`config.mk`:
```
export PLATFORM = sky130hd
export DESIGN_NAME = ex_top
export DESIGN_NICKNAME = d
export VERILOG_FILES = /design/src/common/ex_pkg.sv /design/src/ex_alu.sv /design/src/ex_hilo.sv /design/src/ex_count_lead.sv /design/src/ex_mem_req.sv /design/src/ex_retire.sv /design/src/ex_top.sv
export SDC_FILE = /design/constraint.sdc
export NUM_CORES = 2
export LEC_CHECK = 0
export BUFFER_PORTS_ARGS = -buffer_cell sky130_fd_sc_hd__clkbuf_2
export CAP_MARGIN = 20
export CORE_ASPECT_RATIO = 1.25
export CORE_MARGIN = 3
export CORE_UTILIZATION = 55
export CTS_CLUSTER_DIAMETER = 120
export DETAILED_ROUTE_END_ITERATION = 6
export GPL_TIMING_DRIVEN = 0
export PLACE_DENSITY = 0.72
export SETUP_SLACK_MARGIN = 0.4
export SYNTH_ARGS = -nofsm -noshare
export SYNTH_HDL_FRONTEND = slang
export SYNTH_SLANG_ARGS = --single-unit
```
`constraint.sdc`:
```
create_clock -name clk -period 12.39 [get_ports clk]
set_input_delay 3.717 -clock clk [delete_from_list [all_inputs] [get_ports clk]]
set_output_delay 3.717 -clock clk [all_outputs]
set_load 0.03 [all_outputs]
```
`src/common/ex_pkg.sv`:
```
package ex_pkg;

    localparam int WORD_W = 32;
    localparam int REG_W  = 5;

    typedef logic [WORD_W-1:0] word_t;
    typedef logic [REG_W-1:0]  reg_addr_t;
    typedef logic [4:0]        exc_code_t;
    typedef logic [3:0]        strb_t;
    typedef logic [1:0]        mem_size_t;

    // supplied by the decode stage
    typedef enum logic [4:0] {
        OP_NOP,
        OP_ADD,
        OP_ADDU,
        OP_SUB,
        OP_SUBU,
        OP_AND,
        OP_OR,
        OP_XOR,
        OP_NOR,
        OP_SLT,
        OP_SLTU,
        OP_SLL,
        OP_SRL,
        OP_SRA,
        OP_LUI,
        OP_MULT,
        OP_MULTU,
        OP_MFHI,
        OP_MFLO,
        OP_MTHI,
        OP_MTLO,
        OP_CLZ,
        OP_CLO,
        OP_LB,
        OP_LBU,
        OP_LH,
        OP_LHU,
        OP_LW,
        OP_SB,
        OP_SH,
        OP_SW
    } ex_op_t;

    // MIPS exception codes
    localparam exc_code_t EXC_ADEL = 5'd4;
    localparam exc_code_t EXC_ADES = 5'd5;
    localparam exc_code_t EXC_OV   = 5'd12;

    // access sizes on the data bus
    localparam mem_size_t MEM_BYTE = 2'd0;
    localparam mem_size_t MEM_HALF = 2'd1;
    localparam mem_size_t MEM_WORD = 2'd2;

    localparam int MUL_STAGES = 3;

    function automatic logic is_load(ex_op_t op);
        return op inside {OP_LB, OP_LBU, OP_LH, OP_LHU, OP_LW};
    endfunction

    function automatic logic is_store(ex_op_t op);
        return op inside {OP_SB, OP_SH, OP_SW};
    endfunction

endpackage

```
`src/ex_alu.sv`:
```
`timescale 1ns/1ns

module ex_alu
    import ex_pkg::*;
(
    input  ex_op_t op_i,
    input  word_t  a_i,
    input  word_t  b_i,
    output word_t  result_o,
    output logic   overflow_o
);

    word_t      sum;
    word_t      diff;
    logic [4:0] shamt;
    logic       lt_signed;
    logic       lt_unsigned;

    assign sum   = a_i + b_i;
    assign diff  = a_i - b_i;
    assign shamt = a_i[4:0];

    // differing signs decide without the subtraction
    assign lt_signed   = (a_i[WORD_W-1] != b_i[WORD_W-1]) ? a_i[WORD_W-1] : diff[WORD_W-1];
    assign lt_unsigned = a_i < b_i;

    always_comb begin
        case (op_i)
            OP_ADD, OP_ADDU: result_o = sum;
            OP_SUB, OP_SUBU: result_o = diff;
            OP_AND:          result_o = a_i & b_i;
            OP_OR:           result_o = a_i | b_i;
            OP_XOR:          result_o = a_i ^ b_i;
            OP_NOR:          result_o = ~(a_i | b_i);
            OP_SLT:          result_o = {{(WORD_W-1){1'b0}}, lt_signed};
            OP_SLTU:         result_o = {{(WORD_W-1){1'b0}}, lt_unsigned};
            OP_SLL:          result_o = b_i << shamt;
            OP_SRL:          result_o = b_i >> shamt;
            OP_SRA:          result_o = $signed(b_i) >>> shamt;
            default:         result_o = '0;
        endcase
    end

    // only the trapping forms report overflow
    always_comb begin
        case (op_i)
            OP_ADD: begin
                overflow_o = (a_i[WORD_W-1] == b_i[WORD_W-1])
                          && (sum[WORD_W-1] != a_i[WORD_W-1]);
            end
            OP_SUB: begin
                overflow_o = (a_i[WORD_W-1] != b_i[WORD_W-1])
                          && (diff[WORD_W-1] != a_i[WORD_W-1]);
            end
            default: overflow_o = 1'b0;
        endcase
    end

endmodule

```
`src/ex_hilo.sv`:
```
`timescale 1ns/1ns

module ex_hilo
    import ex_pkg::*;
(
    input  logic   clk,
    input  logic   resetn,
    input  logic   issue_i,
    input  ex_op_t op_i,
    input  word_t  a_i,
    input  word_t  b_i,
    output word_t  hi_o,
    output word_t  lo_o,
    output logic   busy_o
);

    logic signed [WORD_W:0]     mul_a;
    logic signed [WORD_W:0]     mul_b;
    logic signed [2*WORD_W+1:0] full_prod;
    logic [2*WORD_W-1:0]        prod [MUL_STAGES-1];
    logic [MUL_STAGES-1:0]      hi_pend;
    logic [MUL_STAGES-1:0]      lo_pend;
    logic                       start_mul;
    logic                       wr_hi;
    logic                       wr_lo;

    assign start_mul = issue_i && (op_i == OP_MULT || op_i == OP_MULTU);
    assign wr_hi     = issue_i && op_i == OP_MTHI;
    assign wr_lo     = issue_i && op_i == OP_MTLO;

    // operands get one extra bit, sign or zero
    always_ff @(posedge clk) begin
        if (start_mul) begin
            mul_a <= {op_i == OP_MULT && a_i[WORD_W-1], a_i};
            mul_b <= {op_i == OP_MULT && b_i[WORD_W-1], b_i};
        end
    end

    assign full_prod = mul_a * mul_b;

    always_ff @(posedge clk) begin
        prod[0] <= full_prod[2*WORD_W-1:0];
        for (int i = 1; i < MUL_STAGES - 1; i++) begin
            prod[i] <= prod[i-1];
        end
    end

    // an MTHI/MTLO cancels older products for its register
    always_ff @(posedge clk) begin
        if (!resetn) begin
            hi_pend <= '0;
            lo_pend <= '0;
        end else begin
            hi_pend <= {hi_pend[MUL_STAGES-2:0], start_mul} & ~{MUL_STAGES{wr_hi}};
            lo_pend <= {lo_pend[MUL_STAGES-2:0], start_mul} & ~{MUL_STAGES{wr_lo}};
        end
    end

    always_ff @(posedge clk) begin
        if (wr_hi) begin
            hi_o <= a_i;
        end else if (hi_pend[MUL_STAGES-1]) begin
            hi_o <= prod[MUL_STAGES-2][2*WORD_W-1:WORD_W];
        end
        if (wr_lo) begin
            lo_o <= a_i;
        end else if (lo_pend[MUL_STAGES-1]) begin
            lo_o <= prod[MUL_STAGES-2][WORD_W-1:0];
        end
    end

    assign busy_o = |(hi_pend | lo_pend);

endmodule

```
`src/ex_count_lead.sv`:
```
`timescale 1ns/1ns

module ex_count_lead
    import ex_pkg::*;
(
    input  logic   clk,
    input  logic   resetn,
    input  logic   issue_i,
    input  ex_op_t op_i,
    input  word_t  a_i,
    input  logic   accept_i,
    output word_t  count_o,
    output logic   finished_o
);

    logic       running;
    logic       start;
    word_t      shreg;
    logic [5:0] cnt;

    assign start = issue_i && (op_i == OP_CLZ || op_i == OP_CLO) && !running && !finished_o;

    always_ff @(posedge clk) begin
        if (!resetn) begin
            running    <= 1'b0;
            finished_o <= 1'b0;
        end else if (start) begin
            running <= 1'b1;
        end else if (running && !shreg[WORD_W-1]) begin
            running    <= 1'b0;
            finished_o <= 1'b1;
        end else if (accept_i) begin
            finished_o <= 1'b0;
        end
    end

    // clz counts ones of the inverted operand
    always_ff @(posedge clk) begin
        if (start) begin
            shreg <= (op_i == OP_CLZ) ? ~a_i : a_i;
            cnt   <= '0;
        end else if (running && shreg[WORD_W-1]) begin
            shreg <= shreg << 1;
            cnt   <= cnt + 6'd1;
        end
    end

    assign count_o = {{(WORD_W-6){1'b0}}, cnt};

endmodule

```
`src/ex_mem_req.sv`:
```
`timescale 1ns/1ns

module ex_mem_req
    import ex_pkg::*;
(
    input  logic        issue_i,
    input  ex_op_t      op_i,
    input  word_t       a_i,
    input  word_t       b_i,
    input  logic [15:0] imm_i,
    output word_t       eaddr_o,
    output logic        addr_err_o,
    output logic        data_req_o,
    output logic        data_wr_o,
    output word_t       data_addr_o,
    output mem_size_t   data_size_o,
    output strb_t       data_wstrb_o,
    output word_t       data_wdata_o
);

    logic [1:0] offset;
    logic       half_op;
    logic       word_op;
    logic       mem_op;

    assign eaddr_o = a_i + {{(WORD_W-16){imm_i[15]}}, imm_i};
    assign offset  = eaddr_o[1:0];

    assign half_op = op_i inside {OP_LH, OP_LHU, OP_SH};
    assign word_op = op_i inside {OP_LW, OP_SW};
    assign mem_op  = is_load(op_i) || is_store(op_i);

    // byte accesses are never misaligned
    assign addr_err_o = (half_op && offset[0]) || (word_op && offset != 2'b00);

    assign data_req_o  = issue_i && mem_op && !addr_err_o;
    assign data_wr_o   = is_store(op_i);
    assign data_addr_o = {eaddr_o[WORD_W-1:2], 2'b00};

    always_comb begin
        data_size_o  = MEM_WORD;
        data_wstrb_o = '0;
        data_wdata_o = b_i;
        case (op_i)
            OP_LB, OP_LBU: begin
                data_size_o = MEM_BYTE;
            end
            OP_LH, OP_LHU: begin
                data_size_o = MEM_HALF;
            end
            OP_SB: begin
                data_size_o  = MEM_BYTE;
                data_wstrb_o = 4'b0001 << offset;
                data_wdata_o = {4{b_i[7:0]}};
            end
            OP_SH: begin
                data_size_o  = MEM_HALF;
                data_wstrb_o = 4'b0011 << offset;
                data_wdata_o = {2{b_i[15:0]}};
            end
            OP_SW: begin
                data_wstrb_o = 4'b1111;
            end
            default: begin
                data_wstrb_o = '0;
            end
        endcase
    end

endmodule

```
`src/ex_retire.sv`:
```
`timescale 1ns/1ns

module ex_retire
    import ex_pkg::*;
(
    input  logic      clk,
    input  logic      resetn,
    input  logic      valid_i,
    input  ex_op_t    op_i,
    input  reg_addr_t waddr_i,
    input  word_t     b_i,
    input  word_t     alu_result_i,
    input  logic      overflow_i,
    input  word_t     hi_i,
    input  word_t     lo_i,
    input  logic      hilo_busy_i,
    input  word_t     count_i,
    input  logic      count_done_i,
    input  word_t     eaddr_i,
    input  logic      addr_err_i,
    input  logic      data_addr_ok_i,
    input  logic      ready_i,
    output logic      issue_o,
    output logic      accept_o,
    output logic      done_o,
    output logic      commit_o,
    output exc_code_t exc_code_o,
    output logic      valid_o,
    output word_t     result_o,
    output reg_addr_t waddr_o
);

    logic  done_lat;
    logic  exc;
    logic  op_done;
    logic  writes_rd;
    word_t result;

    // done but waiting on the next stage
    always_ff @(posedge clk) begin
        if (!resetn) begin
            done_lat <= 1'b0;
        end else if (ready_i) begin
            done_lat <= 1'b0;
        end else if (valid_i && done_o) begin
            done_lat <= 1'b1;
        end
    end

    assign issue_o  = valid_i && !done_lat;
    assign exc      = overflow_i || addr_err_i;
    assign commit_o = issue_o && exc;

    always_comb begin
        if (addr_err_i) begin
            exc_code_o = is_store(op_i) ? EXC_ADES : EXC_ADEL;
        end else begin
            exc_code_o = EXC_OV;
        end
    end

    always_comb begin
        case (op_i)
            OP_MFHI, OP_MFLO: op_done = !hilo_busy_i;
            OP_CLZ, OP_CLO:   op_done = count_done_i;
            default:          op_done = !(is_load(op_i) || is_store(op_i)) || data_addr_ok_i;
        endcase
        if (exc) begin
            op_done = 1'b1;
        end
    end

    assign done_o   = valid_i && (done_lat || op_done);
    assign accept_o = done_o && ready_i;

    always_comb begin
        case (op_i)
            OP_MFHI:        result = hi_i;
            OP_MFLO:        result = lo_i;
            OP_CLZ, OP_CLO: result = count_i;
            OP_LUI:         result = {b_i[15:0], 16'h0000};
            default:        result = is_load(op_i) ? eaddr_i : alu_result_i;
        endcase
    end

    // stores and hi/lo writers have no register result
    assign writes_rd = !(is_store(op_i)
                      || op_i inside {OP_NOP, OP_MULT, OP_MULTU, OP_MTHI, OP_MTLO});

    always_ff @(posedge clk) begin
        if (!resetn) begin
            valid_o <= 1'b0;
        end else if (ready_i) begin
            valid_o <= valid_i && done_o && !exc && writes_rd;
        end
    end

    always_ff @(posedge clk) begin
        if (ready_i) begin
            result_o <= result;
            waddr_o  <= waddr_i;
        end
    end

endmodule

```
`src/ex_top.sv`:
```
`timescale 1ns/1ns

module ex_top
    import ex_pkg::*;
(
    input  logic        clk,
    input  logic        resetn,

    // from the decode stage
    input  logic        valid_i,
    input  ex_op_t      op_i,
    input  word_t       a_i,
    input  word_t       b_i,
    input  logic [15:0] imm_i,
    input  reg_addr_t   waddr_i,
    output logic        done_o,

    // to the next stage
    input  logic        ready_i,
    output logic        valid_o,
    output word_t       result_o,
    output reg_addr_t   waddr_o,

    // data bus
    output logic        data_req_o,
    output logic        data_wr_o,
    output word_t       data_addr_o,
    output mem_size_t   data_size_o,
    output strb_t       data_wstrb_o,
    output word_t       data_wdata_o,
    input  logic        data_addr_ok_i,

    output logic        commit_o,
    output exc_code_t   exc_code_o
);

    logic  issue;
    logic  accept;
    word_t alu_result;
    logic  overflow;
    word_t hi;
    word_t lo;
    logic  hilo_busy;
    word_t count;
    logic  count_done;
    word_t eaddr;
    logic  addr_err;

    ex_alu u_alu (
        .op_i       (op_i),
        .a_i        (a_i),
        .b_i        (b_i),
        .result_o   (alu_result),
        .overflow_o (overflow)
    );

    ex_hilo u_hilo (
        .clk     (clk),
        .resetn  (resetn),
        .issue_i (issue),
        .op_i    (op_i),
        .a_i     (a_i),
        .b_i     (b_i),
        .hi_o    (hi),
        .lo_o    (lo),
        .busy_o  (hilo_busy)
    );

    ex_count_lead u_count_lead (
        .clk        (clk),
        .resetn     (resetn),
        .issue_i    (issue),
        .op_i       (op_i),
        .a_i        (a_i),
        .accept_i   (accept),
        .count_o    (count),
        .finished_o (count_done)
    );

    ex_mem_req u_mem_req (
        .issue_i      (issue),
        .op_i         (op_i),
        .a_i          (a_i),
        .b_i          (b_i),
        .imm_i        (imm_i),
        .eaddr_o      (eaddr),
        .addr_err_o   (addr_err),
        .data_req_o   (data_req_o),
        .data_wr_o    (data_wr_o),
        .data_addr_o  (data_addr_o),
        .data_size_o  (data_size_o),
        .data_wstrb_o (data_wstrb_o),
        .data_wdata_o (data_wdata_o)
    );

    ex_retire u_retire (
        .clk            (clk),
        .resetn         (resetn),
        .valid_i        (valid_i),
        .op_i           (op_i),
        .waddr_i        (waddr_i),
        .b_i            (b_i),
        .alu_result_i   (alu_result),
        .overflow_i     (overflow),
        .hi_i           (hi),
        .lo_i           (lo),
        .hilo_busy_i    (hilo_busy),
        .count_i        (count),
        .count_done_i   (count_done),
        .eaddr_i        (eaddr),
        .addr_err_i     (addr_err),
        .data_addr_ok_i (data_addr_ok_i),
        .ready_i        (ready_i),
        .issue_o        (issue),
        .accept_o       (accept),
        .done_o         (done_o),
        .commit_o       (commit_o),
        .exc_code_o     (exc_code_o),
        .valid_o        (valid_o),
        .result_o       (result_o),
        .waddr_o        (waddr_o)
    );

endmodule

```
==> summary.json <==
{
  "detail-route-antenna-nets": 0,
  "initial_util": 0.557,
  "highest_clock_rate_mhz": 83.0,
  "min_period_ns": 12.05,
  "die_area_sq_um": 113000,
  "regArea_sq_um": 8860,
  "grt_pass1_vias": 53629,
  "cts_sinks": 343,
  "netlist-cell-type-count": 99,
  "max_slew_headroom": -0.0570,
  "cts_htree_levels": 1,
  "wirelength_um": 280000,
  "post_route_cells_drive_above_1_share": 0.0773,
  "synth.top_cells.by_area": "fa_1, edfxtp_1, inv_1",
  "routed_via_count": 52480,
  "worstSkewPairLatency_ns": 0.66,
  "yosys_warnings": 0,
  "setup.reg_to_reg.worst_slack_ns": 1.69,
  "first_pass_iters": 7,
  "hold_path.class": "flop to flop",
  "final_hold_viol_count": 0,
  "layout.filler_cells": 9320,
  "rsz0062_at_grt": "true",
  "maximum_number_of_pins_on_one_net_before_global_route_repair": 41,
  "worst_setup_end_kind": "output port",
  "yosys.area.top_type_share": 0.377,
  "wirelength_met1_um": 89700,
  "antenna_found_initial": 40,
  "mostFrequentLayoutCells": "inv_1, fa_1, nand2_1, and2_1",
  "setup.worst_path.start_class": "input pin",
  "crit_path_max_incr_delay_ns": 0.51,
  "gpl.final_weighted_congestion": 1.13,
  "std_cell_rows": 134,
  "num_io_pins": 212,
  "postSynth.asyncResetShare": 0,
  "final.setup.tns_ns": 0,
  "grt_pass1_wl_um": 394000,
  "postPlaceCellArea_sq_um": 62900,
  "cts_root_buffer_type": "clkbuf_16",
  "cells_along_the_critical_path": "buf_16 -> clkbuf_16 -> clkinvlp_4 -> ha_4 -> buf_8 -> or3_4 -> or3_4 -> nor4_4 -> o21ai_4 -> a311oi_2 -> o22ai_2 -> nor3_2 -> o21bai_1 -> a2bb2oi_4 -> fa_2 -> xor2_1 -> a41oi_2 -> a31oi_2 -> clkbuf_8",
  "groute.usage.overall": 0.502,
  "placed_cells": 8071,
  "multiInputGateArea_sq_um": 45300,
  "total_leakage_power_nw": 30.5,
  "die_height_um": 375,
  "timing.critical_path.required_ns": 8.67,
  "worst_path_max_delay_cell": "fa_2",
  "yosys_register_bits": 343,
  "syn_avg_cell_area_sq_um": 9.32,
  "critical_path_class": "input pin to output port",
  "area_delta_synth_final_pct": 8.48,
  "design.core.area_sq_um": 107000,
  "timing.critical_path.fanout_max": 6,
  "drt_first_iter_violations": 6000,
  "globalRoute.totalOverflow": 0,
  "nNetsFinal": 8293,
  "timing_worst_slew_pin_value_ns": 1.57,
  "detailroute.wirelength.met2_um": 124000,
  "cts_made_buffers": 30,
  "post-route-cell-area_sq_um": 65000,
  "setup-violations-final": 0,
  "max_root_sink_buffers": 3,
  "port-buffer-count": 203,
  "crit_arrival_ns": 8.33,
  "route.detailed.wl_per_inst_um": 34.1,
  "p_per_area_nw_per_um2": 307,
  "dp.final_hpwl_um": 223000,
  "utilization": 0.605,
  "route.met3.wl_um": 31100,
  "layout_commonest_cell": "inv_1",
  "skew_ns": 0.0637,
  "cp_common_cell": "or3_4",
  "violations": "design-rule violations, max-capacitance violations, max-slew violations",
  "synth_top_area_cell": "fa_1",
  "highest_layer": "met5",
  "timing.max_cap.violations": 1,
  "post-layout-total-power_w": 0.0200,
  "ys_seq_area_frac": 0.148,
  "run_status": "finished with violations",
  "detail_route.vias_per_cell": 6.39,
  "postSynthCellCount": 6427,
  "detail_route.drc_violations": 3,
  "clkSlewWorstSetupHoldPaths_ns": 0.08,
  "cts_tree": "done",
  "final_cells": 8211,
  "synth_ff_type": "edfxtp_1",
  "finalCritPeriodShare": 0.972,
  "syn-cell-area_sq_um": 59900,
  "ir_worst_vdd_v": 0.000632,
  "synth_edf_count": 199,
  "slew_viols_final": 3,
  "dieWidth_um": 301
}
[cell usage after synthesis, types with 60 or more instances]
master    instances
fa_1           1129
clkbuf_1        343
dfxtp_1         144
a21oi_1         264
a21o_1           60
mux2i_1          71
edfxtp_1        199
and2_1          545
ha_1            340
o21ai_0         211
nor2_1          253
nand2_1         722
inv_1          1169
xnor2_1         111
[layout make-up]
| type | instances | area share |
|---|---|---|
| well taps | 1428 | 0.0275 |
| flip-flops and latches | 343 | 0.136 |
| plain buffers | 392 | 0.0270 |
| diodes | 30 | 0.00116 |
| repair buffers | 267 | 0.0270 |
| clock buffers | 37 | 0.0125 |
| multi-input cells | 4523 | 0.697 |
| clock inverters | 19 | 0.00285 |
| inverters | 1172 | 0.0683 |
[registers in the layout (all words and copies together) (netlist names)]
signal,count
u_count_lead.finished_o,1
u_retire.waddr_o,5
u_count_lead.running,1
u_retire.valid_o,1
u_count_lead.shreg,32
u_hilo.lo_pend,3
u_hilo.lo_o,32
u_count_lead.cnt,6
u_hilo.mul_a,33
u_hilo.hi_pend,3
u_hilo.mul_b,33
u_retire.done_lat,1
u_hilo.hi_o,32
u_hilo.prod,128
u_retire.result_o,32
[repair_timing]
action	CTS	global route
gates resized for setup	87	65
cloned	0	0
pin swaps	10	19
buffers inserted	12	24
setup endpoints to repair	2	2
hold buffers	0	0
[stage by stage]
| stage | hold WS [ns] | setup WS [ns] |
|---|---|---|
| finish | 0.312 | 0.344 |
| detailed placement | 0.312 | -1.90 |
| global route | 0.315 | 0.245 |
| CTS | 0.311 | 0.425 |
| floorplan | 0.310 | 0.681 |
| global placement | 0.310 | -2.11 |
[final timing paths]
path,start,end,cells past startpoint
max,b_i[14],commit_o,19
min,u_hilo.prod[0][41],u_hilo.prod[0][105],0
max reg2reg,u_hilo.mul_b[11],u_hilo.prod[0][59],26
min reg2reg,u_hilo.prod[0][41],u_hilo.prod[0][105],0
[metal layers]
metal	track usage	vias up
met1	0.552	26230
li1	-	20861
met2	0.757	3967
met5	0.00779	-
met3	0.161	1408
met4	0.484	14
[critical path, delay by kind of cell]
kind	cells	cell delay, ns
AOI/OAI and AO/OA	7	1.49
buffers and inverters	5	0.84
adders and majority gates	2	0.84
and+or+nand+nor	4	1.22
xor gates and xnor gates	1	0.18
[cell families after synthesis]
family | share of synthesized area
and+or+nand+nor | 0.148
buffers and inverters | 0.0995
adders and majority gates | 0.448
AOI/OAI and AO/OA | 0.104
DFF | 0.148
xor gates and xnor gates | 0.0228
muxes | 0.0292
other | 0.000125
[power breakdown]
part,switching (W),internal [W],total [W]
logic,0.0105,0.00669,0.0172
clock network,0.000498,0.000486,0.000984
registers,0.000104,0.00172,0.00182
total,0.0111,0.00890,0.0200
Note: power is estimated with default switching activity, not from simulation.
